[src/design/cache_pkg.sv]
`default_nettype none

package cache_pkg;

   //////////////////////////////////////////////////
   // bus widths
   //////////////////////////////////////////////////

   localparam int ADDR_W = 32;  // byte address
   localparam int DATA_W = 32;  // one word
   localparam int STRB_W = DATA_W / 8;  // byte lanes per word

   typedef logic [ADDR_W-1:0] addr_t;
   typedef logic [DATA_W-1:0] word_t;
   typedef logic [STRB_W-1:0] strb_t;

   //////////////////////////////////////////////////
   // posted write, as held in the write buffer
   //////////////////////////////////////////////////

   typedef struct packed
   {
      addr_t addr;  // word aligned
      word_t data;
      strb_t strb;  // nonzero for a real write
   } wr_entry_t;

endpackage

`default_nettype wire

[src/design/write_buffer.sv]
`timescale 1ns/1ns
`default_nettype none

module write_buffer #(
   parameter int BUF_DEPTH = 4
) (
   input  wire                   clk,
   input  wire                   reset,
   input  wire                   push,
   input  cache_pkg::wr_entry_t  entry,
   output logic                  full,
   output logic                  empty,
   output cache_pkg::addr_t      aw_addr,
   output cache_pkg::word_t      w_data,
   output cache_pkg::strb_t      w_strb,
   output logic                  aw_valid,
   input  wire                   aw_ready,
   input  wire                   b_valid,
   output logic                  b_ready
);
   localparam int PTR_W = (BUF_DEPTH > 1) ? $clog2(BUF_DEPTH) : 1;
   localparam int CNT_W = $clog2(BUF_DEPTH + 1);

   typedef enum logic {D_SEND, D_RESP} dstate_t;

   cache_pkg::wr_entry_t  mem [BUF_DEPTH];
   cache_pkg::wr_entry_t  head;
   logic [PTR_W-1:0]      wr_ptr;
   logic [PTR_W-1:0]      rd_ptr;
   logic [CNT_W-1:0]      count;
   dstate_t               state;
   logic                  pop;

   assign full  = (count == CNT_W'(BUF_DEPTH));
   assign empty = (count == '0);
   assign pop   = (state == D_RESP) && b_valid;  // entry leaves on its response

   //////////////////////////////////////////////////
   // circular queue
   //////////////////////////////////////////////////

   always_ff @(posedge clk)
   begin
      if (push)
         mem[wr_ptr] <= entry;
   end

   always_ff @(posedge clk)
   begin
      if (reset)
      begin
         wr_ptr <= '0;
         rd_ptr <= '0;
         count  <= '0;
      end
      else
      begin
         if (push)
            wr_ptr <= (wr_ptr == PTR_W'(BUF_DEPTH - 1)) ? '0 : wr_ptr + 1'b1;
         if (pop)
            rd_ptr <= (rd_ptr == PTR_W'(BUF_DEPTH - 1)) ? '0 : rd_ptr + 1'b1;
         if (push && !pop)
            count <= count + 1'b1;
         else if (pop && !push)
            count <= count - 1'b1;
      end
   end

   //////////////////////////////////////////////////
   // drain, one write in flight
   //////////////////////////////////////////////////

   always_ff @(posedge clk)
   begin
      if (reset)
         state <= D_SEND;
      else if (state == D_SEND && aw_valid && aw_ready)
         state <= D_RESP;
      else if (pop)
         state <= D_SEND;
   end

   assign head     = mem[rd_ptr];  // stable until popped
   assign aw_valid = (state == D_SEND) && !empty;
   assign aw_addr  = head.addr;
   assign w_data   = head.data;
   assign w_strb   = head.strb;
   assign b_ready  = (state == D_RESP);
endmodule

`default_nettype wire

[config.mk]
export PLATFORM = sky130hd
export DESIGN_NAME = write_buffer
export DESIGN_NICKNAME = d
export VERILOG_FILES = /design/src/design/cache_pkg.sv /design/src/design/write_buffer.sv
export SDC_FILE = /design/constraint.sdc
export NUM_CORES = 1
export LEC_CHECK = 0
export ABC_CLOCK_PERIOD_IN_PS = 4300
export BUFFER_PORTS_ARGS = -buffer_cell sky130_fd_sc_hd__clkbuf_2
export CORE_MARGIN = 4
export CORE_UTILIZATION = 53
export CTS_CLUSTER_DIAMETER = 50
export DETAILED_ROUTE_END_ITERATION = 12
export PLACE_DENSITY_LB_ADDON = 0.15
export SLEW_MARGIN = 15
export SYNTH_ARGS = -nofsm -noshare
export SYNTH_HDL_FRONTEND = slang
export SYNTH_SLANG_ARGS = --single-unit
[constraint.sdc]
create_clock -name clk -period 4.3 [get_ports clk]
set_clock_uncertainty 0.2 [all_clocks]
set_input_delay 0.86 -clock clk [delete_from_list [all_inputs] [get_ports clk]]
set_output_delay 0.86 -clock clk [all_outputs]
set_load 0.05 [all_outputs]
==> qor.csv <==
metric,value,unit
fillCellCount,1301,
final_cell_area,0.0122,mm^2
antenna_found_initial,0,
syn_avg_cell_area,25.4,um^2
hold_buffers,0,
reg2reg_slack,2.22,ns
cts_resized,0,
regArea,0.00838,mm^2
yosysSeqAreaShare,81.0,%
routed-wl-met3,1.61,mm
first_iter_violations,320,
max-slew-margin-rel,28.8,%
multi_input_area,0.00182,mm^2
finalCritPeriodShare,82.3,%
timing.rr.end,mem[2][6]$_DFFE_PP_,
fin_ws,0.759,ns
power_density,507,mW/mm^2
drc,0,
reg2reg_depth,4,
min_from,rd_ptr[1]$_SDFFE_PP0P_,
drt_pass1_iterations,4,
worst_pin_slew,1.07,ns
wl_met1,7.06,mm
path_class,flip-flop to output port,
die_h,148,um
reg2reg_from,wr_ptr[0]$_SDFFE_PP0P_,
wl,17.8,mm
crit_arrival,2.48,ns
ir_worst_vdd,397,uV
ys_types,24,
post-synth-top-area-cell,edfxtp_1,
synth-seq-cells,282,
syn_to_final_growth,17.8,%
n_antenna_cell,0,
hold_viol,0,
hold_path_class,flip-flop to flip-flop,
ios,145,
grt_usage,16.8,%
startpoint_type,flip-flop,
fmax,282,MHz
required,3.24,ns
outcome,finished clean,
final_util,64.2,%
place_area,0.0113,mm^2
antenna_left,0,
syn-num-nets,487,
vias,4603,
p_leak,4.12,nW
cp_max_fo,26,
netlist_instances,407,
met2WireLength,8.88,mm
post_drt_wl_per_cell,21.0,um
min_path_cells,2,
min_period,3.54,ns
nets,649,
htree_levels,1,
p_clk_share,36.5,%
grt_pass1_wl,28.4,mm
path_clk_slew,0.06,ns
grt_pass1_vias,5079,
cts.sinks,282,
cts_tree,yes,
fp.dieW,148,um
pwr-share-comb,11.6,%
routabilityCongestion,0.701,
totalPowerFinal,6.17,mW
setup_viol,0,
dr.max_layer_used,met4,
p_switching,1.51,mW
post_cts_buffers,0,
yosysWarnings,0,
syn_area,0.0103,mm^2
overflow,0,
max_cap_viol_count,0,
clk_latency,0.52,ns
pre_cts_slack,1.21,ns
crit_path_end_kind,output port,
rows,50,
drive_gt1_share,44.5,%
numCtsBuffers,29,
synth_top_area_share,79.1,%
final_max_slew_viol_count,0,
io_buffers,144,
root_buffer,clkbuf_16,
die_area,0.0218,mm^2
clockBufferDepth,3,
switching_share,24.4,%
yosys-top-cells-area,"edfxtp_1 79%, mux4_2 15%, dfxtp_1 1.9%",
rsz0062_at_grt,no,
intPower,4.66,mW
grt_max_degree,69,
drt-vias-per-instance,5.41,
start_util,54.5,%
dp.final_hpwl,10.5,mm
setup_tns,0,ns
core-area,0.0190,mm^2
p_seq_share,51.9,%
-- cells in the final DEF, fill, tap and decap left out, types with 2 or more instances in the layout --
cell type,instances
and2_4,4
mux4_2,68
edfxtp_1,272
inv_1,3
buf_4,3
clkinv_2,5
ha_1,6
clkbuf_2,144
a21oi_1,3
dfxtp_1,8
clkbuf_16,29
nor2_1,8
inv_6,2
xor2_1,2
clkinvlp_4,3
nand2_1,2
mux2i_1,4
clkinv_1,7
clkbuf_1,6
dfxtp_4,2
-- registers in the layout, indices dropped and copies added (netlist names), named ones only --
register,flops
wr_ptr,2
count,3
b_ready,1
mem,272
rd_ptr,2
-- synth_stat cells, drive strengths merged --
master,instances
nand3,1
ha,6
buf,12
inv,3
a21oi,3
nand2,2
fa,1
nand2b,1
edfxtp,272
mux4,68
nor3,1
clkbuf,5
and2,4
or3b,1
nor3b,1
xor2,2
mux2i,4
o21ai,1
nor2,8
dfxtp,10
or3,1
-- logic make-up (layout without fill, tap and decap cells) --
logic type / count (synthesis) / in the layout / share of synthesized area [%]
DFF: 282 / 282 / 81.0
muxes: 72 / 72 / 15.2
and+or+nand+nor: 20 / 20 / 0.982
buffers and inverters: 20 / 204 / 1.47
adders and majority gates: 7 / 7 / 0.921
AOI/OAI and AO/OA: 4 / 4 / 0.194
xor gates and xnor gates: 2 / 2 / 0.170
-- final cells by class --
cell class / instances / share of cell area, %
clock inverter: 18 / 0.998
timing repair buffer: 148 / 6.28
tap: 260 / 2.68
sequential: 282 / 68.9
clock buffer: 35 / 6.15
multi-input combinational: 105 / 14.9
inverter: 3 / 0.0926
-- routing by layer --
layer / up-vias / global-route usage, %
li1: 2067 / -
met1: 2356 / 22.7
met2: 155 / 27.4
met3: 25 / 5.40
met4: 0 / 3.82
met5: - / 0
-- worst max-delay path, cell delays in order, from the launching register on --
cell	delay, ns
dfxtp_4	0.70
buf_4	0.42
mux4_2	0.55
clkbuf_2	0.25
-- worst max-delay path by stage --
| stage | cells past startpoint | slack (ns) | start | to |
|---|---|---|---|---|
| 4_1_cts | 3 | 0.66 | flip-flop | aw_addr[30] |
| 6_report | 3 | 0.76 | flip-flop | aw_addr[30] |
| 3_3_place_gp | 3 | 1.24 | flip-flop | w_data[0] |
| 3_5_place_dp | 3 | 1.21 | flip-flop | aw_addr[30] |
| 5_1_grt | 3 | 0.55 | flip-flop | w_data[0] |
| 2_1_floorplan | 2 | 1.16 | count[0]$_SDFFE_PP0P_ | aw_valid |
-- power groups by stage --
| stage | Clock, mW | Combinational [mW] | Sequential (mW) |
|---|---|---|---|
| after global routing | 2.46 | 0.761 | 3.21 |
| final | 2.25 | 0.717 | 3.20 |
| after detailed placement | 0 | 0.728 | 3.26 |
| after CTS | 2.32 | 0.730 | 3.20 |
| after floorplan | 0 | 0.556 | 3.24 |
| after global placement | 0 | 0.717 | 3.25 |
-- stage by stage --
stage               std cells  hold WS [ns]
global route              851         0.328
CTS                       851         0.279
detailed placement        798         0.271
floorplan                 407         0.254
global placement          798         0.256
finish                    851         0.275
Note: power is estimated with default switching activity, not from simulation.
