## config.mk

```make
export PLATFORM = sky130hd
export DESIGN_NAME = cache_ctrl_flat
export DESIGN_NICKNAME = d
export VERILOG_FILES = /design/src/design/cache_pkg.sv /design/src/design/fill_if.sv /design/src/design/store_if.sv /design/src/design/cache_ctrl.sv /design/src/flat_wrapper.sv
export SDC_FILE = /design/constraint.sdc
export NUM_CORES = 1
export LEC_CHECK = 0
export BUFFER_PORTS_ARGS = -buffer_cell sky130_fd_sc_hd__buf_2
export CORE_AREA = 2 2 119 121
export DETAILED_ROUTE_END_ITERATION = 8
export DIE_AREA = 0 0 121 123
export GPL_ROUTABILITY_DRIVEN = 0
export GPL_TIMING_DRIVEN = 0
export PLACE_DENSITY = 0.57
export SYNTH_ARGS = -nofsm -noshare
export SYNTH_HDL_FRONTEND = slang
export SYNTH_SLANG_ARGS = --single-unit
```

## constraint.sdc

```tcl
create_clock -name clk -period 2.9 [get_ports clk]
set_input_delay 0 -clock clk [delete_from_list [all_inputs] [get_ports clk]]
set_output_delay 0 -clock clk [all_outputs]
set_load 0.005 [all_outputs]
```

## src/design/cache_pkg.sv

```systemverilog
`default_nettype none

package cache_pkg;

   //////////////////////////////////////////////////
   // bus widths
   //////////////////////////////////////////////////

   localparam int ADDR_W = 32;  // byte address
   localparam int DATA_W = 32;  // one word
   localparam int STRB_W = DATA_W / 8;  // byte lanes per word

   typedef logic [ADDR_W-1:0] addr_t;
   typedef logic [DATA_W-1:0] word_t;
   typedef logic [STRB_W-1:0] strb_t;

   //////////////////////////////////////////////////
   // posted write, as held in the write buffer
   //////////////////////////////////////////////////

   typedef struct packed
   {
      addr_t addr;  // word aligned
      word_t data;
      strb_t strb;  // nonzero for a real write
   } wr_entry_t;

endpackage

`default_nettype wire

```

## src/design/fill_if.sv

```systemverilog
`timescale 1ns/1ns
`default_nettype none

// refill handshake between control and burst engine
interface fill_if;
   logic              start;      // one cycle, engine must be idle
   cache_pkg::addr_t  line_addr;  // line aligned
   logic              busy;
   logic              done;       // one cycle pulse after last beat written

   modport ctrl (
      output start,
      output line_addr,
      input  busy,
      input  done
   );

   modport fill (
      input  start,
      input  line_addr,
      output busy,
      output done
   );
endinterface

`default_nettype wire

```

## src/design/store_if.sv

```systemverilog
`timescale 1ns/1ns
`default_nettype none

interface store_if #(
   parameter int INDEX_W = 6,
   parameter int WSEL_W  = 2
);
   localparam int TAG_W = cache_pkg::ADDR_W - INDEX_W - WSEL_W - 2;

   // lookup and word write, from the control
   logic [INDEX_W-1:0] index;
   logic [WSEL_W-1:0]  wsel;
   cache_pkg::word_t   wdata;
   cache_pkg::strb_t   wstrb;
   logic               we;
   logic [TAG_W-1:0]   lookup_tag;
   // store answers one edge later
   cache_pkg::word_t   rdata;
   logic               hit;
   // refill path, wins over the control write
   logic               fill_we;
   logic [INDEX_W-1:0] fill_index;
   logic [WSEL_W-1:0]  fill_wsel;
   cache_pkg::word_t   fill_data;
   logic [TAG_W-1:0]   fill_tag;
   logic               fill_tag_we;  // sets tag and valid bit

   modport ctrl (output index, wsel, wdata, wstrb, we, lookup_tag, input rdata, hit);
   modport fill (output fill_we, fill_index, fill_wsel, fill_data, fill_tag, fill_tag_we);
   modport store (input index, wsel, wdata, wstrb, we, lookup_tag,
                  input fill_we, fill_index, fill_wsel, fill_data, fill_tag, fill_tag_we,
                  output rdata, hit);
endinterface

`default_nettype wire

```

## src/design/cache_ctrl.sv

```systemverilog
`timescale 1ns/1ns
`default_nettype none

module cache_ctrl #(
   parameter int INDEX_W = 6,
   parameter int WSEL_W  = 2
) (
   input  wire                     clk,
   input  wire                     reset,
   input  wire                     cpu_valid,
   input  cache_pkg::addr_t        cpu_addr,
   input  cache_pkg::word_t        cpu_wdata,
   input  cache_pkg::strb_t        cpu_wstrb,
   output logic                    cpu_ready,
   output cache_pkg::word_t        cpu_rdata,
   store_if.ctrl                   st,
   fill_if.ctrl                    fl,
   output logic                    wb_push,
   output cache_pkg::wr_entry_t    wb_entry,
   input  wire                     wb_full,
   input  wire                     wb_empty
);
   localparam int OFS_W = WSEL_W + 2;  // word select plus byte offset

   typedef enum logic [2:0] {S_IDLE, S_LOOKUP, S_COMPARE, S_DRAIN, S_REFILL, S_REPLY} state_t;
   state_t state;

   logic is_write;

   assign is_write = |cpu_wstrb;  // any strobe set means write

   //////////////////////////////////////////////////
   // address split, cpu holds the request steady
   //////////////////////////////////////////////////

   assign st.wsel       = cpu_addr[OFS_W-1:2];
   assign st.index      = cpu_addr[INDEX_W+OFS_W-1:OFS_W];
   assign st.lookup_tag = cpu_addr[cache_pkg::ADDR_W-1:INDEX_W+OFS_W];
   assign st.wdata      = cpu_wdata;
   assign st.wstrb      = cpu_wstrb;

   assign fl.line_addr = {cpu_addr[cache_pkg::ADDR_W-1:OFS_W], {OFS_W{1'b0}}};
   assign fl.start     = (state == S_DRAIN) && wb_empty && !fl.busy;  // no posted write left

   // every write is posted, a hit also patches the stored word
   assign wb_push       = (state == S_COMPARE) && is_write && !wb_full;
   assign st.we         = wb_push && st.hit;
   assign wb_entry.addr = {cpu_addr[cache_pkg::ADDR_W-1:2], 2'b00};
   assign wb_entry.data = cpu_wdata;
   assign wb_entry.strb = cpu_wstrb;

   assign cpu_ready = (state == S_REPLY);  // single cycle by construction

   //////////////////////////////////////////////////
   // request FSM
   //////////////////////////////////////////////////

   always_ff @(posedge clk)
   begin
      if (reset)
         state <= S_IDLE;
      else
      begin
         case (state)
            S_IDLE:    if (cpu_valid) state <= S_LOOKUP;
            S_LOOKUP:  state <= S_COMPARE;  // arrays read at this edge
            S_COMPARE:
            begin
               if (is_write)
               begin
                  if (!wb_full) state <= S_REPLY;  // else hold until a slot frees
               end
               else if (st.hit)
                  state <= S_REPLY;
               else
                  state <= S_DRAIN;  // read miss
            end
            S_DRAIN:   if (fl.start) state <= S_REFILL;
            S_REFILL:  if (fl.done) state <= S_LOOKUP;  // read the word again
            S_REPLY:   state <= S_IDLE;
            default:   state <= S_IDLE;
         endcase
      end
   end

   // read data captured on a hit
   always_ff @(posedge clk)
   begin
      if (state == S_COMPARE && !is_write && st.hit)
         cpu_rdata <= st.rdata;
   end
endmodule

`default_nettype wire

```

## src/flat_wrapper.sv

```systemverilog
// flat-port wrapper written by rule: the top's interface ports become plain ports
module cache_ctrl_flat 
#(
   parameter int INDEX_W = 6,
   parameter int WSEL_W  = 2
)
  (clk, reset, cpu_valid, cpu_addr, cpu_wdata, cpu_wstrb, cpu_ready, cpu_rdata, wb_push, wb_entry, wb_full, wb_empty, st_index, st_wsel, st_wdata, st_wstrb, st_we, st_lookup_tag, st_rdata, st_hit, fl_start, fl_line_addr, fl_busy, fl_done);
  store_if #(.INDEX_W(INDEX_W), .WSEL_W(WSEL_W)) st_i ();
  fill_if fl_i ();
  input  wire clk;
  input  wire reset;
  input  wire cpu_valid;
  input  cache_pkg::addr_t cpu_addr;
  input  cache_pkg::word_t cpu_wdata;
  input  cache_pkg::strb_t cpu_wstrb;
  output logic cpu_ready;
  output cache_pkg::word_t cpu_rdata;
  output logic wb_push;
  output cache_pkg::wr_entry_t wb_entry;
  input  wire wb_full;
  input  wire wb_empty;
  output wire logic [$bits(st_i.index)-1:0] st_index;
  output wire logic [$bits(st_i.wsel)-1:0] st_wsel;
  output wire logic [$bits(st_i.wdata)-1:0] st_wdata;
  output wire logic [$bits(st_i.wstrb)-1:0] st_wstrb;
  output wire logic [$bits(st_i.we)-1:0] st_we;
  output wire logic [$bits(st_i.lookup_tag)-1:0] st_lookup_tag;
  input wire logic [$bits(st_i.rdata)-1:0] st_rdata;
  input wire logic [$bits(st_i.hit)-1:0] st_hit;
  output wire logic [$bits(fl_i.start)-1:0] fl_start;
  output wire logic [$bits(fl_i.line_addr)-1:0] fl_line_addr;
  input wire logic [$bits(fl_i.busy)-1:0] fl_busy;
  input wire logic [$bits(fl_i.done)-1:0] fl_done;
  assign st_index = st_i.index;
  assign st_wsel = st_i.wsel;
  assign st_wdata = st_i.wdata;
  assign st_wstrb = st_i.wstrb;
  assign st_we = st_i.we;
  assign st_lookup_tag = st_i.lookup_tag;
  assign st_i.rdata = st_rdata;
  assign st_i.hit = st_hit;
  assign fl_start = fl_i.start;
  assign fl_line_addr = fl_i.line_addr;
  assign fl_i.busy = fl_busy;
  assign fl_i.done = fl_done;
  cache_ctrl #(.INDEX_W(INDEX_W), .WSEL_W(WSEL_W)) u_core (.clk(clk), .reset(reset), .cpu_valid(cpu_valid), .cpu_addr(cpu_addr), .cpu_wdata(cpu_wdata), .cpu_wstrb(cpu_wstrb), .cpu_ready(cpu_ready), .cpu_rdata(cpu_rdata), .st(st_i), .fl(fl_i), .wb_push(wb_push), .wb_entry(wb_entry), .wb_full(wb_full), .wb_empty(wb_empty));
endmodule
```

==> results.md <==
Power and ir drop:
- The analysis attributes to cell leakage a power of about 2.4 nW.
- Power spread over the standard cell area amounts to between 300 and 400 nW/um^2.
- VDD sags by at most around 210 uV.

Detailed routing:
- The total wire length after detailed routing is about 7.6 mm.
- Before antenna repair, the detailed router went through 4 iterations.
- The detailed-route DRC error count is 0.
- The detail route stage leaves a number of antenna-violating nets equal to 0.
- The detailed router finished its first iteration with 32 violations.
- In the routed layout, each cell is associated on average with a via count of between 3 and 4.
- The average wire per standard cell is approximately 11 um.
- For this block, the via count after detailed routing is approximately 2300.

Clock network:
- No sink is reached through more buffers than the 2 on the longest clock path.
- The total setup buffers inserted after CTS is 0.
- The count of cells resized by post-cts repair is 0.
- The count of H-tree levels built during CTS is 2.
- The CTS root buffer is sky130_fd_sc_hd__clkbuf_16.
- The clock insertion delay at the later pin of the skew report is between 0.2 and 0.3 ns.
- In this run, CTS created clock tree buffers numbering 5.
- After clock tree synthesis, the clock-pin slew on the worst setup and hold paths is ~0.050 ns.
- TritonCTS built the clock tree.
- The count of clock tree sinks is 35.

Worst setup path:
- STA classifies the critical path endpoint as a flip-flop.
- The critical path required time is around 2.9 ns.
- The peak fanout along the critical path is 21.
- In this run the critical register-to-register path is launched from u_core.state[0]$_SDFFE_PP0P_.
- The worst reg-to-reg setup slack is 0.92 ns.
- In this run the worst setup path terminates at u_core.cpu_rdata[26]$_DFFE_PP_.
- The launching element type of the critical path is a flip-flop.
- The critical path launch point is u_core.state[0]$_SDFFE_PP0P_.
- The data arrival time at the worst-slack endpoint is around 2.0 ns.
- The worst reg2reg path depth is 4.
- The kind of critical path is reg -> reg.
- The endpoint identified for the worst register-to-register timing path is u_core.cpu_rdata[26]$_DFFE_PP_.

Synth:
- In this run the biggest area consumer among cell types represents between 40% and 50% of the synthesized area.
- Summed over all instances, the cell type with the most area after synthesis is sky130_fd_sc_hd__buf_4.
- The synthesized netlist cell count is ~230.
- The cell area after synthesis is between 2000 and 2500 sq um.
- The number of flip-flops and latches in the synthesized netlist is 35.
- The number of distinct library cell variants in the gate-level netlist after synthesis is 25.
- Sequential cells were found to cover roughly 41% of the synthesized design area.
- The number of warnings printed during yosys synthesis is 0.
- The per-instance average area after synthesis is 10.9 sq um.
- After synthesis, the cell types taking the most area are sky130_fd_sc_hd__buf_4, sky130_fd_sc_hd__edfxtp_1, sky130_fd_sc_hd__dfxtp_1.

Global routing:
- In the global route stage, overall resource usage came out at 8.81%.
- The pin count of the biggest net entering global routing is 22.
- The first-pass GRT wire length is around 10 mm.
- For this run the aggregate overflow at the end of global routing stands at 0.
- The initial antenna violation count came to 0.
- The number of global-route vias before repair is between 2000 and 2500.

Die:
- The floorplan step defined a die boundary enclosing roughly 15000 sq um.
- The die is roughly 120 um wide.
- The floorplan has 43 rows.
- The region available for standard cell placement spans ~14000 sq um.
- In this run the vertical extent of the chip is 123 um.
- The initial utilization of the core area, before any placement, comes to between 10% and 20%.
- 310 I/O pins were placed.

Timing:
- Setup violations remaining at the end of the flow were counted as 0.
- For this run, the top clock speed supported by timing is between 500 and 600 MHz.
- Dividing the final minimum period by the clock period gives 68.2%.
- On the final layout, the worst clock skew is approximately 0.0043 ns.
- The final sum of negative setup slack is 0 ns.
- For the pin with the worst max-slew slack, the measured transition is roughly 0.61 ns.
- The worst pin sits at a relative slew slack of between 50% and 60%.
- The hold violation total from the final report is 0.
- The number of max-slew violations in the final report is 0.
- Setup repair after global routing left no endpoint under its margin.
- The clock period could shrink to around 2 ns.

Cells and area:
- Leaving out fill and tap cells, the most frequent cells in the layout are sky130_fd_sc_hd__buf_2, sky130_fd_sc_hd__buf_4, sky130_fd_sc_hd__dlygate4sd3_1, sky130_fd_sc_hd__edfxtp_1, sky130_fd_sc_hd__conb_1.
- 0 antenna diodes ended up in the layout.
- With fillers left out, the area of the finished cells amounts to ~4500 sq um.
- The share of post-route cells with drive strength above 1 is approximately 82%.
- Leaving out fill and tap cells, the most frequent cell in the layout is sky130_fd_sc_hd__buf_2.
- The net count of the finished layout is 621.
- The area growth from synthesis to layout is 78.4%.
- The filler cell count is 1408.

Run:
- The reported max-cap violation count is 0.

Placement:
- The port buffer count is 239.
- After detailed placement, the total cell area comes to roughly 4000 sq um.
- The half-perimeter wire length after placement is between 6 and 7 mm.

Status:
- The flow ran to the end, and the final reports show no timing, DRC or antenna violations.

Hold path:
- The classification of the worst-slack hold path is in -> reg.
==> cells in the mapped netlist (all sizes together) <==
library cell,instances
o41ai,1
and3b,1
nor2b,1
edfxtp,32
o211a,1
nor3b,3
clkbuf,1
a21oi,1
nand3b,3
nor2,1
and3,1
conb,1
a2111oi,1
and2,1
a21o,1
dfxtp,3
o31a,1
nand3,1
nor4,3
nand2b,1
nor3,1
buf,166
or4,1
inv,1
==> worst min-delay path by stage <==
stage,start,endpoint,cells after the start
2_1_floorplan,fl_busy,fl_start,1
3_3_place_gp,cpu_addr[30],st_lookup_tag[20],2
3_5_place_dp,cpu_addr[8],st_index[4],2
4_1_cts,wb_full,u_core.state[0]$_SDFFE_PP0P_,3
5_1_grt,wb_full,u_core.state[0]$_SDFFE_PP0P_,3
6_report,wb_full,u_core.state[0]$_SDFFE_PP0P_,3
==> timing repair <==
action                                 in CTS  in global routing
endpoints found under the hold margin      33                  0
setup endpoints to repair                   0                  0
hold buffers                               33                  0
==> logic make-up (layout without fill, tap and decap cells) <==
| family | Yosys count | count (layout) | synth area share, % |
|---|---|---|---|
| other | 1 | 6 | 0.150 |
| buffers and inverters | 168 | 449 | 50.2 |
| DFF | 35 | 35 | 40.9 |
| AOI/OAI and AO/OA | 6 | 6 | 3.01 |
| and+or+nand+nor | 18 | 18 | 5.71 |
==> layer usage <==
| metal | GRT usage (%) | routed length (um) | vias up |
|---|---|---|---|
| li1 | - | - | 1146 |
| met1 | 8.88 | 2610 | 1006 |
| met2 | 17.5 | 4230 | 151 |
| met3 | 2.31 | 699 | 10 |
| met4 | 2.83 | 91 | 0 |
| met5 | 0 | 0 | - |
==> stage by stage <==
step / hold WS, ns / cells / power [mW] / setup WS, ns / utilization (%)
5_1_grt: 0.107 / 694 / 1.77 / 0.671 / 32.7
3_3_place_gp: 0.168 / 652 / 1.05 / 0.500 / 28.9
6_report: 0.0835 / 694 / 1.68 / 0.921 / 32.7
2_1_floorplan: 0.0332 / 233 / 0.882 / 0.885 / -
4_1_cts: 0.0808 / 694 / 1.71 / 0.892 / 32.7
3_5_place_dp: 0.166 / 653 / 1.06 / 0.895 / 29.0
==> state kept, by name, indices dropped and copies added, names as in the netlist <==
name,flops
u_core.cpu_rdata,32
u_core.state,3
==> layout make-up <==
type                       instances  area (sq um)  area share (%)
inverter                           1          3.75          0.0843
sequential                        35          1020            22.9
timing repair buffer             273          1540            34.6
tap                              180           225            5.06
clock buffer                       5           125            2.81
buffer                           167          1250            28.1
multi-input combinational         30           240            5.39
clock inverter                     3          47.5            1.07
==> power breakdown <==
part           internal, mW  switching [mW]  leakage (nW)
Clock                 0.409           0.200        0.0844
Combinational         0.322           0.162          1.99
Sequential            0.569          0.0217         0.312
Total                  1.30           0.384          2.39
==> worst max-delay path, stage by stage (launching register included) <==
cell                       delay (ns)
sky130_fd_sc_hd__dfxtp_1         0.29
sky130_fd_sc_hd__clkbuf_1        0.20
sky130_fd_sc_hd__nor3b_1         0.31
sky130_fd_sc_hd__and3_1          0.60
sky130_fd_sc_hd__buf_8           0.27
No activity file was read; power rests on OpenSTA's default activity.
