**config.mk**
```make
export PLATFORM = sky130hd
export DESIGN_NAME = line_fill_flat
export DESIGN_NICKNAME = d
export VERILOG_FILES = /design/src/design/cache_pkg.sv /design/src/design/fill_if.sv /design/src/design/store_if.sv /design/src/design/line_fill.sv /design/src/flat_wrapper.sv
export SDC_FILE = /design/constraint.sdc
export NUM_CORES = 1
export LEC_CHECK = 0
export ABC_CLOCK_PERIOD_IN_PS = 3260
export BUFFER_PORTS_ARGS = -buffer_cell sky130_fd_sc_hd__buf_2
export CAP_MARGIN = 20
export CORE_UTILIZATION = 35
export DETAILED_ROUTE_END_ITERATION = 8
export GPL_ROUTABILITY_DRIVEN = 0
export PLACE_DENSITY = 0.89
export REMOVE_ABC_BUFFERS = 1
export SYNTH_ARGS = -nofsm -noshare
export SYNTH_HDL_FRONTEND = slang
export SYNTH_SLANG_ARGS = --single-unit
```
**constraint.sdc**
```tcl
create_clock -name clk -period 3.26 [get_ports clk]
set_input_delay 0 -clock clk [delete_from_list [all_inputs] [get_ports clk]]
set_output_delay 0 -clock clk [all_outputs]
set_load 0.02 [all_outputs]
```
**src/design/cache_pkg.sv**
```systemverilog
`default_nettype none

package cache_pkg;

   //////////////////////////////////////////////////
   // bus widths
   //////////////////////////////////////////////////

   localparam int ADDR_W = 32;  // byte address
   localparam int DATA_W = 32;  // one word
   localparam int STRB_W = DATA_W / 8;  // byte lanes per word

   typedef logic [ADDR_W-1:0] addr_t;
   typedef logic [DATA_W-1:0] word_t;
   typedef logic [STRB_W-1:0] strb_t;

   //////////////////////////////////////////////////
   // posted write, as held in the write buffer
   //////////////////////////////////////////////////

   typedef struct packed
   {
      addr_t addr;  // word aligned
      word_t data;
      strb_t strb;  // nonzero for a real write
   } wr_entry_t;

endpackage

`default_nettype wire

```
**src/design/fill_if.sv**
```systemverilog
`timescale 1ns/1ns
`default_nettype none

// refill handshake between control and burst engine
interface fill_if;
   logic              start;      // one cycle, engine must be idle
   cache_pkg::addr_t  line_addr;  // line aligned
   logic              busy;
   logic              done;       // one cycle pulse after last beat written

   modport ctrl (
      output start,
      output line_addr,
      input  busy,
      input  done
   );

   modport fill (
      input  start,
      input  line_addr,
      output busy,
      output done
   );
endinterface

`default_nettype wire

```
**src/design/store_if.sv**
```systemverilog
`timescale 1ns/1ns
`default_nettype none

interface store_if #(
   parameter int INDEX_W = 6,
   parameter int WSEL_W  = 2
);
   localparam int TAG_W = cache_pkg::ADDR_W - INDEX_W - WSEL_W - 2;

   // lookup and word write, from the control
   logic [INDEX_W-1:0] index;
   logic [WSEL_W-1:0]  wsel;
   cache_pkg::word_t   wdata;
   cache_pkg::strb_t   wstrb;
   logic               we;
   logic [TAG_W-1:0]   lookup_tag;
   // store answers one edge later
   cache_pkg::word_t   rdata;
   logic               hit;
   // refill path, wins over the control write
   logic               fill_we;
   logic [INDEX_W-1:0] fill_index;
   logic [WSEL_W-1:0]  fill_wsel;
   cache_pkg::word_t   fill_data;
   logic [TAG_W-1:0]   fill_tag;
   logic               fill_tag_we;  // sets tag and valid bit

   modport ctrl (output index, wsel, wdata, wstrb, we, lookup_tag, input rdata, hit);
   modport fill (output fill_we, fill_index, fill_wsel, fill_data, fill_tag, fill_tag_we);
   modport store (input index, wsel, wdata, wstrb, we, lookup_tag,
                  input fill_we, fill_index, fill_wsel, fill_data, fill_tag, fill_tag_we,
                  output rdata, hit);
endinterface

`default_nettype wire

```
**src/design/line_fill.sv**
```systemverilog
`timescale 1ns/1ns
`default_nettype none

module line_fill #(
   parameter int INDEX_W = 6,
   parameter int WSEL_W  = 2
) (
   input  wire               clk,
   input  wire               reset,
   fill_if.fill              fl,
   store_if.fill             st,
   output cache_pkg::addr_t  ar_addr,
   output logic [7:0]        ar_len,
   output logic              ar_valid,
   input  wire               ar_ready,
   input  cache_pkg::word_t  r_data,
   input  wire               r_valid,
   input  wire               r_last,
   output logic              r_ready
);
   localparam int OFS_W = WSEL_W + 2;
   localparam logic [7:0] BURST_LEN = 8'(2 ** WSEL_W - 1);  // beats minus one

   typedef enum logic [1:0] {F_IDLE, F_ADDR, F_DATA} fstate_t;
   fstate_t            state;
   cache_pkg::addr_t   line_q;
   logic [WSEL_W-1:0]  beat;

   always_ff @(posedge clk)
   begin
      if (reset)
      begin
         state   <= F_IDLE;
         beat    <= '0;
         fl.done <= 1'b0;
      end
      else
      begin
         fl.done <= 1'b0;
         case (state)
            F_IDLE:
            begin
               beat <= '0;
               if (fl.start) state <= F_ADDR;
            end
            F_ADDR: if (ar_ready) state <= F_DATA;
            F_DATA:
            begin
               if (r_valid)
               begin
                  beat <= beat + 1'b1;
                  if (r_last)
                  begin
                     state   <= F_IDLE;
                     fl.done <= 1'b1;
                  end
               end
            end
            default: state <= F_IDLE;
         endcase
      end
   end

   // line address kept for the whole burst
   always_ff @(posedge clk)
   begin
      if (state == F_IDLE && fl.start)
         line_q <= fl.line_addr;
   end

   assign ar_valid = (state == F_ADDR);
   assign ar_addr  = line_q;
   assign ar_len   = BURST_LEN;
   assign r_ready  = 1'b1;  // store always takes a beat
   assign fl.busy  = (state != F_IDLE);

   // each beat goes straight into the line
   assign st.fill_we     = (state == F_DATA) && r_valid;
   assign st.fill_index  = line_q[INDEX_W+OFS_W-1:OFS_W];
   assign st.fill_wsel   = beat;
   assign st.fill_data   = r_data;
   assign st.fill_tag    = line_q[cache_pkg::ADDR_W-1:INDEX_W+OFS_W];
   assign st.fill_tag_we = st.fill_we && r_last;  // line complete
endmodule

`default_nettype wire

```
**src/flat_wrapper.sv**
```systemverilog
// flat-port wrapper written by rule: the top's interface ports become plain ports
module line_fill_flat 
#(
   parameter int INDEX_W = 6,
   parameter int WSEL_W  = 2
)
  (clk, reset, ar_addr, ar_len, ar_valid, ar_ready, r_data, r_valid, r_last, r_ready, fl_start, fl_line_addr, fl_busy, fl_done, st_fill_we, st_fill_index, st_fill_wsel, st_fill_data, st_fill_tag, st_fill_tag_we);
  fill_if fl_i ();
  store_if #(.INDEX_W(INDEX_W), .WSEL_W(WSEL_W)) st_i ();
  input  wire clk;
  input  wire reset;
  output cache_pkg::addr_t ar_addr;
  output logic [7:0] ar_len;
  output logic ar_valid;
  input  wire ar_ready;
  input  cache_pkg::word_t r_data;
  input  wire r_valid;
  input  wire r_last;
  output logic r_ready;
  input wire logic [$bits(fl_i.start)-1:0] fl_start;
  input wire logic [$bits(fl_i.line_addr)-1:0] fl_line_addr;
  output wire logic [$bits(fl_i.busy)-1:0] fl_busy;
  output wire logic [$bits(fl_i.done)-1:0] fl_done;
  output wire logic [$bits(st_i.fill_we)-1:0] st_fill_we;
  output wire logic [$bits(st_i.fill_index)-1:0] st_fill_index;
  output wire logic [$bits(st_i.fill_wsel)-1:0] st_fill_wsel;
  output wire logic [$bits(st_i.fill_data)-1:0] st_fill_data;
  output wire logic [$bits(st_i.fill_tag)-1:0] st_fill_tag;
  output wire logic [$bits(st_i.fill_tag_we)-1:0] st_fill_tag_we;
  assign fl_i.start = fl_start;
  assign fl_i.line_addr = fl_line_addr;
  assign fl_busy = fl_i.busy;
  assign fl_done = fl_i.done;
  assign st_fill_we = st_i.fill_we;
  assign st_fill_index = st_i.fill_index;
  assign st_fill_wsel = st_i.fill_wsel;
  assign st_fill_data = st_i.fill_data;
  assign st_fill_tag = st_i.fill_tag;
  assign st_fill_tag_we = st_i.fill_tag_we;
  line_fill #(.INDEX_W(INDEX_W), .WSEL_W(WSEL_W)) u_core (.clk(clk), .reset(reset), .fl(fl_i), .st(st_i), .ar_addr(ar_addr), .ar_len(ar_len), .ar_valid(ar_valid), .ar_ready(ar_ready), .r_data(r_data), .r_valid(r_valid), .r_last(r_last), .r_ready(r_ready));
endmodule
```
==> tab_implementation.tex, run 1 <==
\begin{tabular}{lr}
\hline
Metric & Value \\
\hline
\multicolumn{2}{l}{\textbf{Run status}} \\
Status & finished clean \\
\multicolumn{2}{l}{\textbf{Critical path}} \\
Crit path arrival time & 1.67 ns \\
Internal reg-to-reg setup slack & 1.50 ns \\
Delay contributed by the slowest stage of the critical path & 0.65 ns \\
Maximum fanout along the worst path & 32 \\
Top Family by Delay on Critical Path & simple AND/OR/NAND/NOR gates \\
Required time of the critical path & 3.17 ns \\
Critical Path Start Type & flop \\
Standard cell with the maximum stage delay on the critical path & sky130\_fd\_sc\_hd\_\_nor2\_4 \\
Worst reg-to-reg path cell count & 2 \\
Total buffers and inverters traversed by the critical path & 0 \\
Count of cell instances traversed by the critical path & 2 \\
Kind of capture point of the worst setup path & flop \\
Worst-path cell chain & or2\_2 -> nor2\_4 \\
Kind of critical path & reg -> reg \\
\multicolumn{2}{l}{\textbf{STA}} \\
Hold violation count in the final report & 0 \\
Min Hold Slack & 0.0002420 ns \\
Total count of max-transition violations in the final report & 0 \\
Endpoints failing setup & 0 \\
Clock tree skew after final layout & 0.002777 ns \\
Setup repair after global routing missed its margin & false \\
Worst Max-Slew Pin Slew & 0.8420 ns \\
Total negative setup slack & 0 ns \\
Remaining max-slew budget at the tightest pin & 43.73\% \\
Highest attainable clock frequency & 567.8 MHz \\
Period utilization & 54.03\% \\
Final period demand of the worst path & 1.761 ns \\
\multicolumn{2}{l}{\textbf{Floorplanning}} \\
Overall die height & 72.21 um \\
Die span in x & 72.21 um \\
Top-level port count & 178 \\
Std-Cell Core Area & 0.004723 mm\^{}2 \\
Starting density of the core & 36.53\% \\
Num rows & 25 \\
Die ar. & 0.005214 mm\^{}2 \\
\multicolumn{2}{l}{\textbf{Final layout}} \\
Area growth from synthesis to final layout & 32.12\% \\
Share of cells above drive strength 1 & 53.24\% \\
Final non-filler cell total & 283 \\
ANT cells & 0 \\
End-of-flow core utilization & 48.26\% \\
Number of fill cells & 412 \\
Final layout net count & 285 \\
\multicolumn{2}{l}{\textbf{GRT}} \\
First-pass GRT wire length & 5.947 mm \\
Pin count of the biggest net entering global routing & 33 \\
Vias in the first global route & 1068 \\
Total congestion overflow after global routing & 0 \\
Total global-route track usage & 16.49\% \\
Initial antenna violation count & 0 \\
\multicolumn{2}{l}{\textbf{Route}} \\
Number of detailed-routing iterations run before antenna repair & 4 \\
Initial drt markers & 57 \\
Routed wire length & 4.495 mm \\
Count of antenna-violating nets left after detailed routing & 0 \\
DRC violation count after routing & 0 \\
Routed len/inst & 15.88 um \\
Total number of vias & 1202 \\
Via density per instance & 4.247 \\
\multicolumn{2}{l}{\textbf{Place}} \\
Total instance count after detailed placement & 241 \\
Port Buffers & 104 \\
DP HPWL & 3.208 mm \\
\multicolumn{2}{l}{\textbf{Run}} \\
Reported max-cap violation count & 0 \\
\multicolumn{2}{l}{\textbf{Clock network}} \\
Clock latency on the worst-skew pair & 0.28 ns \\
Clk root buf & sky130\_fd\_sc\_hd\_\_clkbuf\_8 \\
Deepest clock path buffer count & 2 \\
Cts-stage hold buffer count & 34 \\
Clock Sink Count & 37 \\
Number of cells upsized or downsized after cts & 0 \\
Setup bufs post-CTS & 0 \\
Clock-pin slew on the worst setup and hold paths & 0.07 ns \\
Number of buffers inserted during clock tree synthesis & 5 \\
Clock tree from TritonCTS & done \\
H-tree levels & 2 \\
\multicolumn{2}{l}{\textbf{Worst hold path}} \\
Number of cells on the worst hold path & 0 \\
Hold/Removal Path Class & in -> out \\
\multicolumn{2}{l}{\textbf{Logic synthesis}} \\
Cell area after synthesis & 0.001725 mm\^{}2 \\
Count of state elements after synthesis & 37 \\
Cell type with the highest aggregate area in the netlist & sky130\_fd\_sc\_hd\_\_edfxtp\_1 \\
Total number of yosys warnings & 0 \\
Syn Area/Cell & 13.07 um\^{}2 \\
Top cells by area in the synthesized netlist & sky130\_fd\_sc\_hd\_\_edfxtp\_1 (56\%), sky130\_fd\_sc\_hd\_\_buf\_4 (30\%), sky130\_fd\_sc\_hd\_\_dfxtp\_1 (5.8\%), sky130\_fd\_sc\_hd\_\_nand2\_1 (1.1\%), sky130\_fd\_sc\_hd\_\_nand2b\_4 (0.80\%) \\
Synthesized instance count & 132 \\
Unique cell type count in the Yosys netlist & 19 \\
Sequential element share of the synthesized area & 61.49\% \\
Yosys top cell area share & 55.69\% \\
\multicolumn{2}{l}{\textbf{Power and ir drop}} \\
Largest vdd supply drop & 0.0001620 V \\
Total leakage power & 1.031 nW \\
Total power & 0.001090 W \\
Power per unit of standard cell area & 478.2 mW/mm\^{}2 \\
\hline
\end{tabular}
## through the flow
step                      instance area (um^2)  setup WS (ns)
after global routing                      2280          1.389
final                                     2280          1.499
after floorplan                           1234         0.7450
after CTS                                 2280          1.461
after global placement                    1846          1.531
after detailed placement                  1846          1.476
## power breakdown
part | switching, W | total [W] | leakage, nW | internal [W]
clock | 0.000150 | 0.000322 | 0.0445 | 0.000172
sequential | 0.0000143 | 0.000565 | 0.347 | 0.000551
combinational | 0.000121 | 0.000203 | 0.640 | 0.0000818
## sequential cells by signal (all words and copies together) (netlist names)
| signal | count |
|---|---|
| u_core.ar_addr | 32 |
| u_core.fl.done | 1 |
| u_core.st.fill_wsel | 2 |
| u_core.state | 2 |
## cells in the mapped netlist (all sizes together)
cell type	number
buf	69
edfxtp	32
dfxtp	5
nand2	5
nor2	3
a21oi	2
a31oi	2
conb	2
inv	2
nand2b	2
and2b	1
mux2i	1
nand3	1
nor3	1
nor3b	1
nor4bb	1
or2	1
or3	1
## layer usage
metal / GRT usage (%) / vias to the layer above / share of wire, %
li1: - / 525 / -
met2: 23.26 / 118 / 42
met5: 5.051 / - / 0.73
met3: 14.03 / 7 / 16
met1: 17.90 / 550 / 39
met4: 5.229 / 2 / 1.3
## area by class of cell
class | instances | area (um^2) | share of cell area [%]
Sequential cell | 37 | 1061 | 46.54
Timing Repair Buffer | 138 | 860.8 | 37.76
Multi-Input combinational cell | 31 | 172.7 | 7.574
Clock buffer | 7 | 86.33 | 3.787
Tap cell | 67 | 83.83 | 3.677
Clock inverter | 1 | 7.507 | 0.3293
Inverter | 2 | 7.507 | 0.3293
## placed cells by master (no fill, tap or decap)
| master | n |
|---|---|
| sky130_fd_sc_hd__nand2b_4 | 1 |
| sky130_fd_sc_hd__clkbuf_1 | 1 |
| sky130_fd_sc_hd__a21oi_1 | 2 |
| sky130_fd_sc_hd__nor2_1 | 2 |
| sky130_fd_sc_hd__nor3b_1 | 1 |
| sky130_fd_sc_hd__dfxtp_1 | 5 |
| sky130_fd_sc_hd__clkbuf_8 | 6 |
| sky130_fd_sc_hd__or2_2 | 1 |
| sky130_fd_sc_hd__conb_1 | 9 |
| sky130_fd_sc_hd__nand2b_1 | 1 |
| sky130_fd_sc_hd__mux2i_1 | 1 |
| sky130_fd_sc_hd__a31oi_1 | 2 |
| sky130_fd_sc_hd__nor4bb_1 | 1 |
| sky130_fd_sc_hd__or3_1 | 1 |
| sky130_fd_sc_hd__nand2_1 | 5 |
| sky130_fd_sc_hd__clkinvlp_4 | 1 |
| sky130_fd_sc_hd__edfxtp_1 | 32 |
| sky130_fd_sc_hd__nor2_4 | 1 |
| sky130_fd_sc_hd__and2b_2 | 1 |
| sky130_fd_sc_hd__dlygate4sd3_1 | 34 |
| sky130_fd_sc_hd__nand3_1 | 1 |
| sky130_fd_sc_hd__nor3_1 | 1 |
| sky130_fd_sc_hd__inv_1 | 2 |
| sky130_fd_sc_hd__buf_2 | 104 |
## path summary, 6_finish.rpt
kind / startpoint / to
worst max-delay path: u_core.state[0] / u_core.ar_addr[29]
worst min-delay path: r_data[23] / st_fill_data[23]
worst max register to register: u_core.state[0] / u_core.ar_addr[29]
worst min register to register: u_core.st.fill_wsel[1] / u_core.st.fill_wsel[1]
## worst register-to-register path, cell delays in order, from the launching register on
cell and delay, ns:
sky130_fd_sc_hd__dfxtp_1 0.37, sky130_fd_sc_hd__or2_2 0.35, sky130_fd_sc_hd__nor2_4 0.65
## cell families after synthesis
group | after synthesis | share of synthesized area (%)
multiplexers | 1 | 0.5802
other | 2 | 0.4353
flip-flops | 37 | 61.49
AO/OA/AOI/OAI | 4 | 1.305
AND/OR/NAND/NOR | 17 | 5.729
buffers and inverters | 71 | 30.46
Note: power is estimated with default switching activity, not from simulation.
==> run 2, diff against run 1 <==
--- a/config.mk
+++ b/config.mk
@@ -5,7 +5,7 @@
 export SDC_FILE = /design/constraint.sdc
 export NUM_CORES = 1
 export LEC_CHECK = 0
-export ABC_CLOCK_PERIOD_IN_PS = 3260
+export ABC_CLOCK_PERIOD_IN_PS = 1710
 export BUFFER_PORTS_ARGS = -buffer_cell sky130_fd_sc_hd__buf_2
 export CAP_MARGIN = 20
 export CORE_UTILIZATION = 35
==> constraint.sdc (replaced) <==
create_clock -name clk -period 1.71 [get_ports clk]
set_input_delay 0 -clock clk [delete_from_list [all_inputs] [get_ports clk]]
set_output_delay 0 -clock clk [all_outputs]
set_load 0.02 [all_outputs]
==> run 2 against run 1 <==
  * Sequential share of layout area decreased by 0.25 points
  * Die area unchanged
  * Cell area increased by 0.55%
  * Hold slack about the same
  * Flip-flop and latch count unchanged
  * Clock power increased by 78%
  * Power increased by 88%
  * Highest routed layer unchanged
  * Combinational power increased by 95%
==> tab_implementation.tex, run 2 (synthesized netlist as in run 1, its figures left out) <==
\begin{tabular}{lr}
\hline
Metric & Value \\
\hline
\multicolumn{2}{l}{\textbf{Run status}} \\
Status & finished clean \\
\multicolumn{2}{l}{\textbf{Place}} \\
Total instance count after detailed placement & 242 (+0.41\%) \\
DP HPWL & 3.256 mm (+1.5\%) \\
Placement-stage worst setup slack & 0.3703 ns (-1.105 ns) \\
Placed cell areas & 0.001866 mm\^{}2 (+1.1\%) \\
Port Buffers & 104 (unchanged) \\
\multicolumn{2}{l}{\textbf{STA}} \\
Total count of max-transition violations in the final report & 0 (unchanged) \\
Final period demand of the worst path & 1.357 ns (-0.4045 ns) \\
Setup repair after global routing missed its margin & false \\
Period utilization & 79.34\% (+25 points) \\
Highest attainable clock frequency & 737.0 MHz (+30\%) \\
Min setup slack post-route & 0.3532 ns (-1.145 ns) \\
Hold violation count in the final report & 0 (unchanged) \\
Clock tree skew after final layout & 0.006641 ns (+0.003864 ns) \\
Endpoints failing setup & 0 (unchanged) \\
Total negative setup slack & 0 ns (unchanged) \\
\multicolumn{2}{l}{\textbf{Final layout}} \\
Share of cells above drive strength 1 & 53.46\% (+0.22 points) \\
End-of-flow core utilization & 48.53\% (+0.26 points) \\
Commonest cells after routing, fill and taps aside & sky130\_fd\_sc\_hd\_\_buf\_2 (104), sky130\_fd\_sc\_hd\_\_dlygate4sd3\_1 (34), sky130\_fd\_sc\_hd\_\_edfxtp\_1 (32), sky130\_fd\_sc\_hd\_\_conb\_1 (9) \\
Post-route cell area & 0.002292 mm\^{}2 (+0.55\%) \\
ANT cells & 0 (unchanged) \\
Most common cell after layout, fill and taps aside & sky130\_fd\_sc\_hd\_\_buf\_2 \\
Area growth from synthesis to final layout & 32.85\% \\
Max reg flops & 32 (unchanged) \\
Final layout net count & 286 (+0.35\%) \\
Final non-filler cell total & 284 (+0.35\%) \\
\multicolumn{2}{l}{\textbf{Critical path}} \\
Standard cell with the maximum stage delay on the critical path & sky130\_fd\_sc\_hd\_\_dfxtp\_1 \\
Timing endpoint of the critical path & u\_core.ar\_addr[7] \\
Delay contributed by the slowest stage of the critical path & 0.37 ns (-0.28 ns) \\
Reg-to-reg critical path endpoint & u\_core.ar\_addr[7] \\
Internal reg-to-reg setup slack & 0.35 ns (-1.15 ns) \\
Maximum fanout along the worst path & 32 (unchanged) \\
Kind of critical path & reg -> reg \\
Worst reg-to-reg path cell count & 3 (+1) \\
Required time of the critical path & 1.69 ns (-1.48 ns) \\
Crit path arrival time & 1.33 ns (-0.34 ns) \\
Beginning of the worst register-to-register path & u\_core.state[0] \\
Kind of capture point of the worst setup path & flop \\
Top Family by Delay on Critical Path & simple AND/OR/NAND/NOR gates \\
Worst setup path start & u\_core.state[0] \\
Count of cell instances traversed by the critical path & 3 (+1) \\
Critical Path Start Type & flop \\
Total buffers and inverters traversed by the critical path & 1 (+1) \\
Worst-path cell chain & or2\_2 -> nor2\_4 -> buf\_12 \\
\multicolumn{2}{l}{\textbf{Power and ir drop}} \\
Clock network power share & 28.1\% (-1.4 points) \\
Combinational cell fraction of total power & 19.3\% (+0.7 points) \\
Register share of total power & 52.6\% (+0.8 points) \\
Switching power total & 0.0005519 W (+93\%) \\
Power per unit of standard cell area & 892.7 mW/mm\^{}2 (+87\%) \\
Total leakage power & 1.041 nW (+0.98\%) \\
Sw frac & 26.97\% (+0.75 points) \\
Largest vdd supply drop & 0.0002944 V (+82\%) \\
Internal power component & 0.001494 W (+86\%) \\
\multicolumn{2}{l}{\textbf{GRT}} \\
Initial antenna violation count & 0 (unchanged) \\
Pin count of the biggest net entering global routing & 33 (unchanged) \\
Vias in the first global route & 1090 (+2.1\%) \\
First-pass GRT wire length & 5.989 mm (+0.71\%) \\
Total congestion overflow after global routing & 0 (unchanged) \\
Total global-route track usage & 16.84\% (+0.34 points) \\
\multicolumn{2}{l}{\textbf{Route}} \\
Initial drt markers & 69 (+21\%) \\
Routed wire length & 4.505 mm (+0.22\%) \\
Total number of vias & 1205 (+0.25\%) \\
Via density per instance & 4.243 (-0.10\%) \\
Count of antenna-violating nets left after detailed routing & 0 (unchanged) \\
Routed len/inst & 15.86 um (-0.13\%) \\
DRC violation count after routing & 0 (unchanged) \\
Number of detailed-routing iterations run before antenna repair & 5 (+1) \\
\multicolumn{2}{l}{\textbf{Floorplanning}} \\
Num rows & 25 (unchanged) \\
Top-level port count & 178 (unchanged) \\
Std-Cell Core Area & 0.004723 mm\^{}2 (unchanged) \\
Die span in x & 72.21 um (unchanged) \\
Die ar. & 0.005214 mm\^{}2 (unchanged) \\
Starting density of the core & 36.53\% (unchanged) \\
Overall die height & 72.21 um (unchanged) \\
\multicolumn{2}{l}{\textbf{Clock network}} \\
Clock latency on the worst-skew pair & 0.28 ns (about the same) \\
Clock tree from TritonCTS & done \\
Setup bufs post-CTS & 0 (unchanged) \\
Clock-pin slew on the worst setup and hold paths & 0.07 ns (about the same) \\
Deepest clock path buffer count & 2 (unchanged) \\
Number of buffers inserted during clock tree synthesis & 5 (unchanged) \\
Clock Sink Count & 37 (unchanged) \\
H-tree levels & 2 (unchanged) \\
Clk root buf & sky130\_fd\_sc\_hd\_\_clkbuf\_8 \\
\multicolumn{2}{l}{\textbf{Worst hold path}} \\
Hold/Removal Path Class & in -> out \\
Number of cells on the worst hold path & 0 (unchanged) \\
\multicolumn{2}{l}{\textbf{Run}} \\
Reported max-cap violation count & 0 (unchanged) \\
\hline
\end{tabular}
[run 2: changes by cell type in the layout (fill, tap and decap cells not counted), sizes merged]
cell | previous run | this run
clkbuf | 7 | 5
buf | 104 | 105
clkinv | 0 | 3
clkinvlp | 1 | 0
[run 2: cell type report]
type,count,area (um^2)
inverter,2,7.507
tap,67,83.83
sequential,37,1061
multi-input combinational,31,172.7
timing repair buffer,139,880.8
clock buffer,5,68.82
clock inverter,3,17.52
fill,415,2431
[run 2: metrics by stage]
stage               hold WS [ns]  power [W]
floorplan                      0   0.001282
global placement       0.0005661   0.001429
detailed placement     0.0005661   0.001434
CTS                    0.0005661   0.002078
global route           0.0001571   0.002148
finish                 0.0002726   0.002046
[run 2: power by group through the flow]
stage               combinational (W)  sequential, W  clock [W]
floorplan                   0.0000603        0.00122          0
CTS                          0.000397        0.00108   0.000604
global placement             0.000335        0.00109          0
global route                 0.000420        0.00108   0.000646
detailed placement           0.000337        0.00110          0
finish                       0.000396        0.00108   0.000574
[run 2: layer usage]
metal | wire [um] | up-vias | track usage [%]
met5 | 33 | - | 5.051
met2 | 1954 | 134 | 24.30
met1 | 1697 | 535 | 17.40
met3 | 789 | 4 | 14.72
met4 | 30 | 2 | 5.664
li1 | - | 530 | -
[run 2: how the worst min path moves through the flow]
stage | startpoint | to | slack [ns]
global placement | r_data[0] | st_fill_data[0] | 0.0006
CTS | r_data[0] | st_fill_data[0] | 0.0006
global route | r_data[23] | st_fill_data[23] | 0.0002
detailed placement | r_data[0] | st_fill_data[0] | 0.0006
floorplan | r_data[0] | st_fill_data[0] | 0
finish | r_data[23] | st_fill_data[23] | 0.0003
[run 2: worst reg2reg max path, delay by kind of cell, from the launching register on]
kind,cells,cell delay (ns)
flip-flops,1,0.37
AND/OR/NAND/NOR,2,0.46
buffers and inverters,1,0.20
[run 2: timing repair]
item / in CTS / in global routing
gates resized for setup: 0 / 0
hold endpoints to repair: 37 / 0
hold buffers: 34 / 0
==> run 3, diff against run 2 <==
--- a/config.mk
+++ b/config.mk
@@ -5,13 +5,14 @@
 export SDC_FILE = /design/constraint.sdc
 export NUM_CORES = 1
 export LEC_CHECK = 0
-export ABC_CLOCK_PERIOD_IN_PS = 1710
+export ABC_AREA = 1
+export ABC_CLOCK_PERIOD_IN_PS = 1220
 export BUFFER_PORTS_ARGS = -buffer_cell sky130_fd_sc_hd__buf_2
 export CAP_MARGIN = 20
-export CORE_UTILIZATION = 35
+export CORE_UTILIZATION = 32
 export DETAILED_ROUTE_END_ITERATION = 8
 export GPL_ROUTABILITY_DRIVEN = 0
-export PLACE_DENSITY = 0.89
+export PLACE_DENSITY = 0.86
 export REMOVE_ABC_BUFFERS = 1
 export SYNTH_ARGS = -nofsm -noshare
 export SYNTH_HDL_FRONTEND = slang
==> constraint.sdc (replaced) <==
create_clock -name clk -period 1.22 [get_ports clk]
set_input_delay 0 -clock clk [delete_from_list [all_inputs] [get_ports clk]]
set_output_delay 0 -clock clk [all_outputs]
set_load 0.02 [all_outputs]
==> run 3 against run 2 <==
  * Sequential power rose by 40%
  * Die area rose by 9.5%
  * Clock skew fell by 0.0046 ns
  * Routed wire length rose by 1.9%
  * Hold slack barely moved
  * Synthesized cell count rose by 6.8%
  * Register-to-register slack got worse by 0.29 ns
  * Worst setup slack got worse by 0.29 ns
  * Maximum frequency rose by 17%
  * Global-route usage fell by 2.2 points
  * Cell count rose by 5.3%
  * Largest cell class unchanged
  * Largest power group unchanged
==> tab_implementation.tex, run 3 <==
\begin{tabular}{lr}
\hline
Metric & Value \\
\hline
\multicolumn{2}{l}{\textbf{Run status}} \\
Status & finished clean \\
\multicolumn{2}{l}{\textbf{Floorplanning}} \\
Overall die height & 75.56 um (+4.6\%) \\
Die ar. & 0.005709 mm\^{}2 (+9.5\%) \\
Num rows & 26 (+4.0\%) \\
Starting density of the core & 33.48\% (-3.1 points) \\
Std-Cell Core Area & 0.005172 mm\^{}2 (+9.5\%) \\
Die span in x & 75.56 um (+4.6\%) \\
Top-level port count & 178 (unchanged) \\
\multicolumn{2}{l}{\textbf{STA}} \\
Total negative setup slack & 0 ns (unchanged) \\
Total count of max-transition violations in the final report & 0 (unchanged) \\
Endpoints failing setup & 0 (unchanged) \\
Highest attainable clock frequency & 864.9 MHz (+17\%) \\
Hold violation count in the final report & 0 (unchanged) \\
Clock tree skew after final layout & 0.002025 ns (-0.004617 ns) \\
Min setup slack post-route & 0.06381 ns (-0.2894 ns) \\
Setup repair after global routing missed its margin & false \\
Period utilization & 94.77\% (+15 points) \\
Final period demand of the worst path & 1.156 ns (-0.2006 ns) \\
\multicolumn{2}{l}{\textbf{Critical path}} \\
Worst setup path start & u\_core.state[0] \\
Timing endpoint of the critical path & u\_core.ar\_addr[0] \\
Internal reg-to-reg setup slack & 0.06 ns (-0.29 ns) \\
Required time of the critical path & 1.21 ns (-0.48 ns) \\
Kind of capture point of the worst setup path & flop \\
Critical Path Start Type & flop \\
Kind of critical path & reg -> reg \\
Reg-to-reg critical path endpoint & u\_core.ar\_addr[0] \\
Beginning of the worst register-to-register path & u\_core.state[0] \\
Maximum fanout along the worst path & 16 (-50\%) \\
Worst reg-to-reg path cell count & 4 (+1) \\
Crit path arrival time & 1.15 ns (-0.18 ns) \\
\multicolumn{2}{l}{\textbf{Route}} \\
DRC violation count after routing & 0 (unchanged) \\
Number of detailed-routing iterations run before antenna repair & 4 (-1) \\
Via density per instance & 4.134 (-2.6\%) \\
Routed wire length & 4.591 mm (+1.9\%) \\
Total number of vias & 1236 (+2.6\%) \\
Count of antenna-violating nets left after detailed routing & 0 (unchanged) \\
Initial drt markers & 80 (+16\%) \\
Routed len/inst & 15.35 um (-3.2\%) \\
\multicolumn{2}{l}{\textbf{Logic synthesis}} \\
Sequential element share of the synthesized area & 61.27\% (-0.22 points) \\
Total number of yosys warnings & 0 (unchanged) \\
Number of flops mapped to enable cells by yosys & 32 (unchanged) \\
Share of flip-flops with an asynchronous set or reset after synthesis & 0\% (unchanged) \\
Dominant synthesized flop cell & sky130\_fd\_sc\_hd\_\_edfxtp\_1 \\
Top cells by area in the synthesized netlist & sky130\_fd\_sc\_hd\_\_edfxtp\_1 (55\%), sky130\_fd\_sc\_hd\_\_buf\_4 (30\%), sky130\_fd\_sc\_hd\_\_dfxtp\_1 (5.8\%), sky130\_fd\_sc\_hd\_\_inv\_1 (1.7\%), sky130\_fd\_sc\_hd\_\_nand2\_1 (1.7\%) \\
Syn Area/Cell & 12.28 um\^{}2 (-6.0\%) \\
Cell type with the highest aggregate area in the netlist & sky130\_fd\_sc\_hd\_\_edfxtp\_1 \\
Cell area after synthesis & 0.001732 mm\^{}2 (+0.36\%) \\
Most frequent cells after synthesis & sky130\_fd\_sc\_hd\_\_buf\_4 (69), sky130\_fd\_sc\_hd\_\_edfxtp\_1 (32), sky130\_fd\_sc\_hd\_\_inv\_1 (8), sky130\_fd\_sc\_hd\_\_nand2\_1 (8), sky130\_fd\_sc\_hd\_\_nor2\_1 (6) \\
Count of state elements after synthesis & 37 (unchanged) \\
Most used standard cell by instance count after synthesis & sky130\_fd\_sc\_hd\_\_buf\_4 \\
Synthesized instance count & 141 (+6.8\%) \\
Yosys top cell area share & 55.49\% (-0.20 points) \\
Unique cell type count in the Yosys netlist & 14 (-5) \\
\multicolumn{2}{l}{\textbf{Final layout}} \\
ANT cells & 0 (unchanged) \\
Post-route cell area & 0.002333 mm\^{}2 (+1.8\%) \\
Most common cell after layout, fill and taps aside & sky130\_fd\_sc\_hd\_\_buf\_2 \\
Final layout net count & 298 (+4.2\%) \\
Commonest cells after routing, fill and taps aside & sky130\_fd\_sc\_hd\_\_buf\_2 (104), sky130\_fd\_sc\_hd\_\_dlygate4sd3\_1 (35), sky130\_fd\_sc\_hd\_\_edfxtp\_1 (32), sky130\_fd\_sc\_hd\_\_conb\_1 (9), sky130\_fd\_sc\_hd\_\_nand2\_1 (8) \\
Share of cells above drive strength 1 & 51.53\% (-1.9 points) \\
Final non-filler cell total & 299 (+5.3\%) \\
Max reg flops & 32 (unchanged) \\
Area growth from synthesis to final layout & 34.75\% \\
\multicolumn{2}{l}{\textbf{Place}} \\
Total instance count after detailed placement & 255 (+5.4\%) \\
Placement-stage worst setup slack & 0.05776 ns (-0.3126 ns) \\
DP HPWL & 3.318 mm (+1.9\%) \\
Placed cell areas & 0.001876 mm\^{}2 (+0.54\%) \\
Port Buffers & 104 (unchanged) \\
\multicolumn{2}{l}{\textbf{Clock network}} \\
H-tree levels & 2 (unchanged) \\
Clock latency on the worst-skew pair & 0.28 ns (about the same) \\
Setup bufs post-CTS & 0 (unchanged) \\
Deepest clock path buffer count & 2 (unchanged) \\
Number of buffers inserted during clock tree synthesis & 5 (unchanged) \\
Clock tree from TritonCTS & done \\
Clock-pin slew on the worst setup and hold paths & 0.07 ns (about the same) \\
Clk root buf & sky130\_fd\_sc\_hd\_\_clkbuf\_8 \\
Clock Sink Count & 37 (unchanged) \\
\multicolumn{2}{l}{\textbf{GRT}} \\
Total congestion overflow after global routing & 0 (unchanged) \\
Initial antenna violation count & 0 (unchanged) \\
Pin count of the biggest net entering global routing & 33 (unchanged) \\
Vias in the first global route & 1046 (-4.0\%) \\
Total global-route track usage & 14.60\% (-2.2 points) \\
First-pass GRT wire length & 5.471 mm (-8.6\%) \\
\multicolumn{2}{l}{\textbf{Power and ir drop}} \\
Switching power total & 0.0007742 W (+40\%) \\
Register share of total power & 52.1\% (-0.5 points) \\
Power per unit of standard cell area & 1237 mW/mm\^{}2 (+39\%) \\
Clock network power share & 27.2\% (-0.9 points) \\
Sw frac & 26.81\% (-0.16 points) \\
Largest vdd supply drop & 0.0004885 V (+66\%) \\
Total power & 0.002887 W (+41\%) \\
Total leakage power & 1.087 nW (+4.5\%) \\
Internal power component & 0.002113 W (+41\%) \\
Combinational cell fraction of total power & 20.7\% (+1.4 points) \\
\multicolumn{2}{l}{\textbf{Worst hold path}} \\
Hold/Removal Path Class & in -> out \\
\multicolumn{2}{l}{\textbf{Run}} \\
Reported max-cap violation count & 0 (unchanged) \\
\hline
\end{tabular}
[run 3: worst max-delay path: stages, from the launching register on]
cell and delay (ns):
sky130_fd_sc_hd__dfxtp_1 0.33, sky130_fd_sc_hd__nor2_1 0.15, sky130_fd_sc_hd__nand2_1 0.10, sky130_fd_sc_hd__inv_2 0.11
sky130_fd_sc_hd__clkbuf_16 0.19
[run 3: per-layer routing]
metal  share of wire, %  global-route usage [%]  vias up
li1                   -                       -      551
met1                 37                   15.78      545
met2                 45                   21.13      130
met3                 16                   12.43        8
met4               0.68                   3.704        2
met5               0.81                   4.630        -
[run 3: worst min path at each step]
| stage | start | cells past startpoint | slack (ns) | to |
|---|---|---|---|---|
| after floorplan | r_data[0] | 0 | 0 | st_fill_data[0] |
| after global placement | r_data[23] | 0 | 0.0001 | st_fill_data[23] |
| after detailed placement | r_data[23] | 0 | 0.0001 | st_fill_data[23] |
| after CTS | r_data[23] | 0 | 0.0001 | st_fill_data[23] |
| after global routing | r_data[6] | 0 | 0.0001 | st_fill_data[6] |
| final | r_data[12] | 0 | 0.0001 | st_fill_data[12] |
[run 3: cell families after synthesis]
kind of cell,after synthesis,synth area share (%)
buf+inv,77,31.65
flops,37,61.27
simple gates,21,5.275
compound gates,4,1.373
other cells,2,0.4337
[run 3: final cells by class]
cell class / count / area (um^2)
Fill cell: 474 / 2839
Sequential cell: 37 / 1061
Timing Repair Buffer: 142 / 923.4
Multi-Input combinational cell: 34 / 148.9
Tap cell: 70 / 87.58
Clock buffer: 6 / 72.57
Inverter: 8 / 30.03
Clock inverter: 2 / 10.01
[run 3: power groups by stage]
stage	registers (W)	logic (W)	clock network (W)
after global routing	0.00152	0.000650	0.000869
after CTS	0.00151	0.000580	0.000828
after floorplan	0.00172	0.0000869	0
final	0.00151	0.000597	0.000785
after global placement	0.00153	0.000489	0
after detailed placement	0.00153	0.000493	0
[run 3: through the flow]
stage,hold WS [ns],util (%)
2_1_floorplan,0,-
3_3_place_gp,0.0001487,36.26
3_5_place_dp,0.0001487,36.26
4_1_cts,0.0001487,44.63
5_1_grt,0.00009854,45.11
6_report,0.0001385,45.11
[run 3: repair_timing]
action / CTS / global route
resized for setup: 0 / 1
endpoints found under the setup margin: 0 / 26
hold buffers: 35 / 0
hold endpoints to repair: 36 / 0
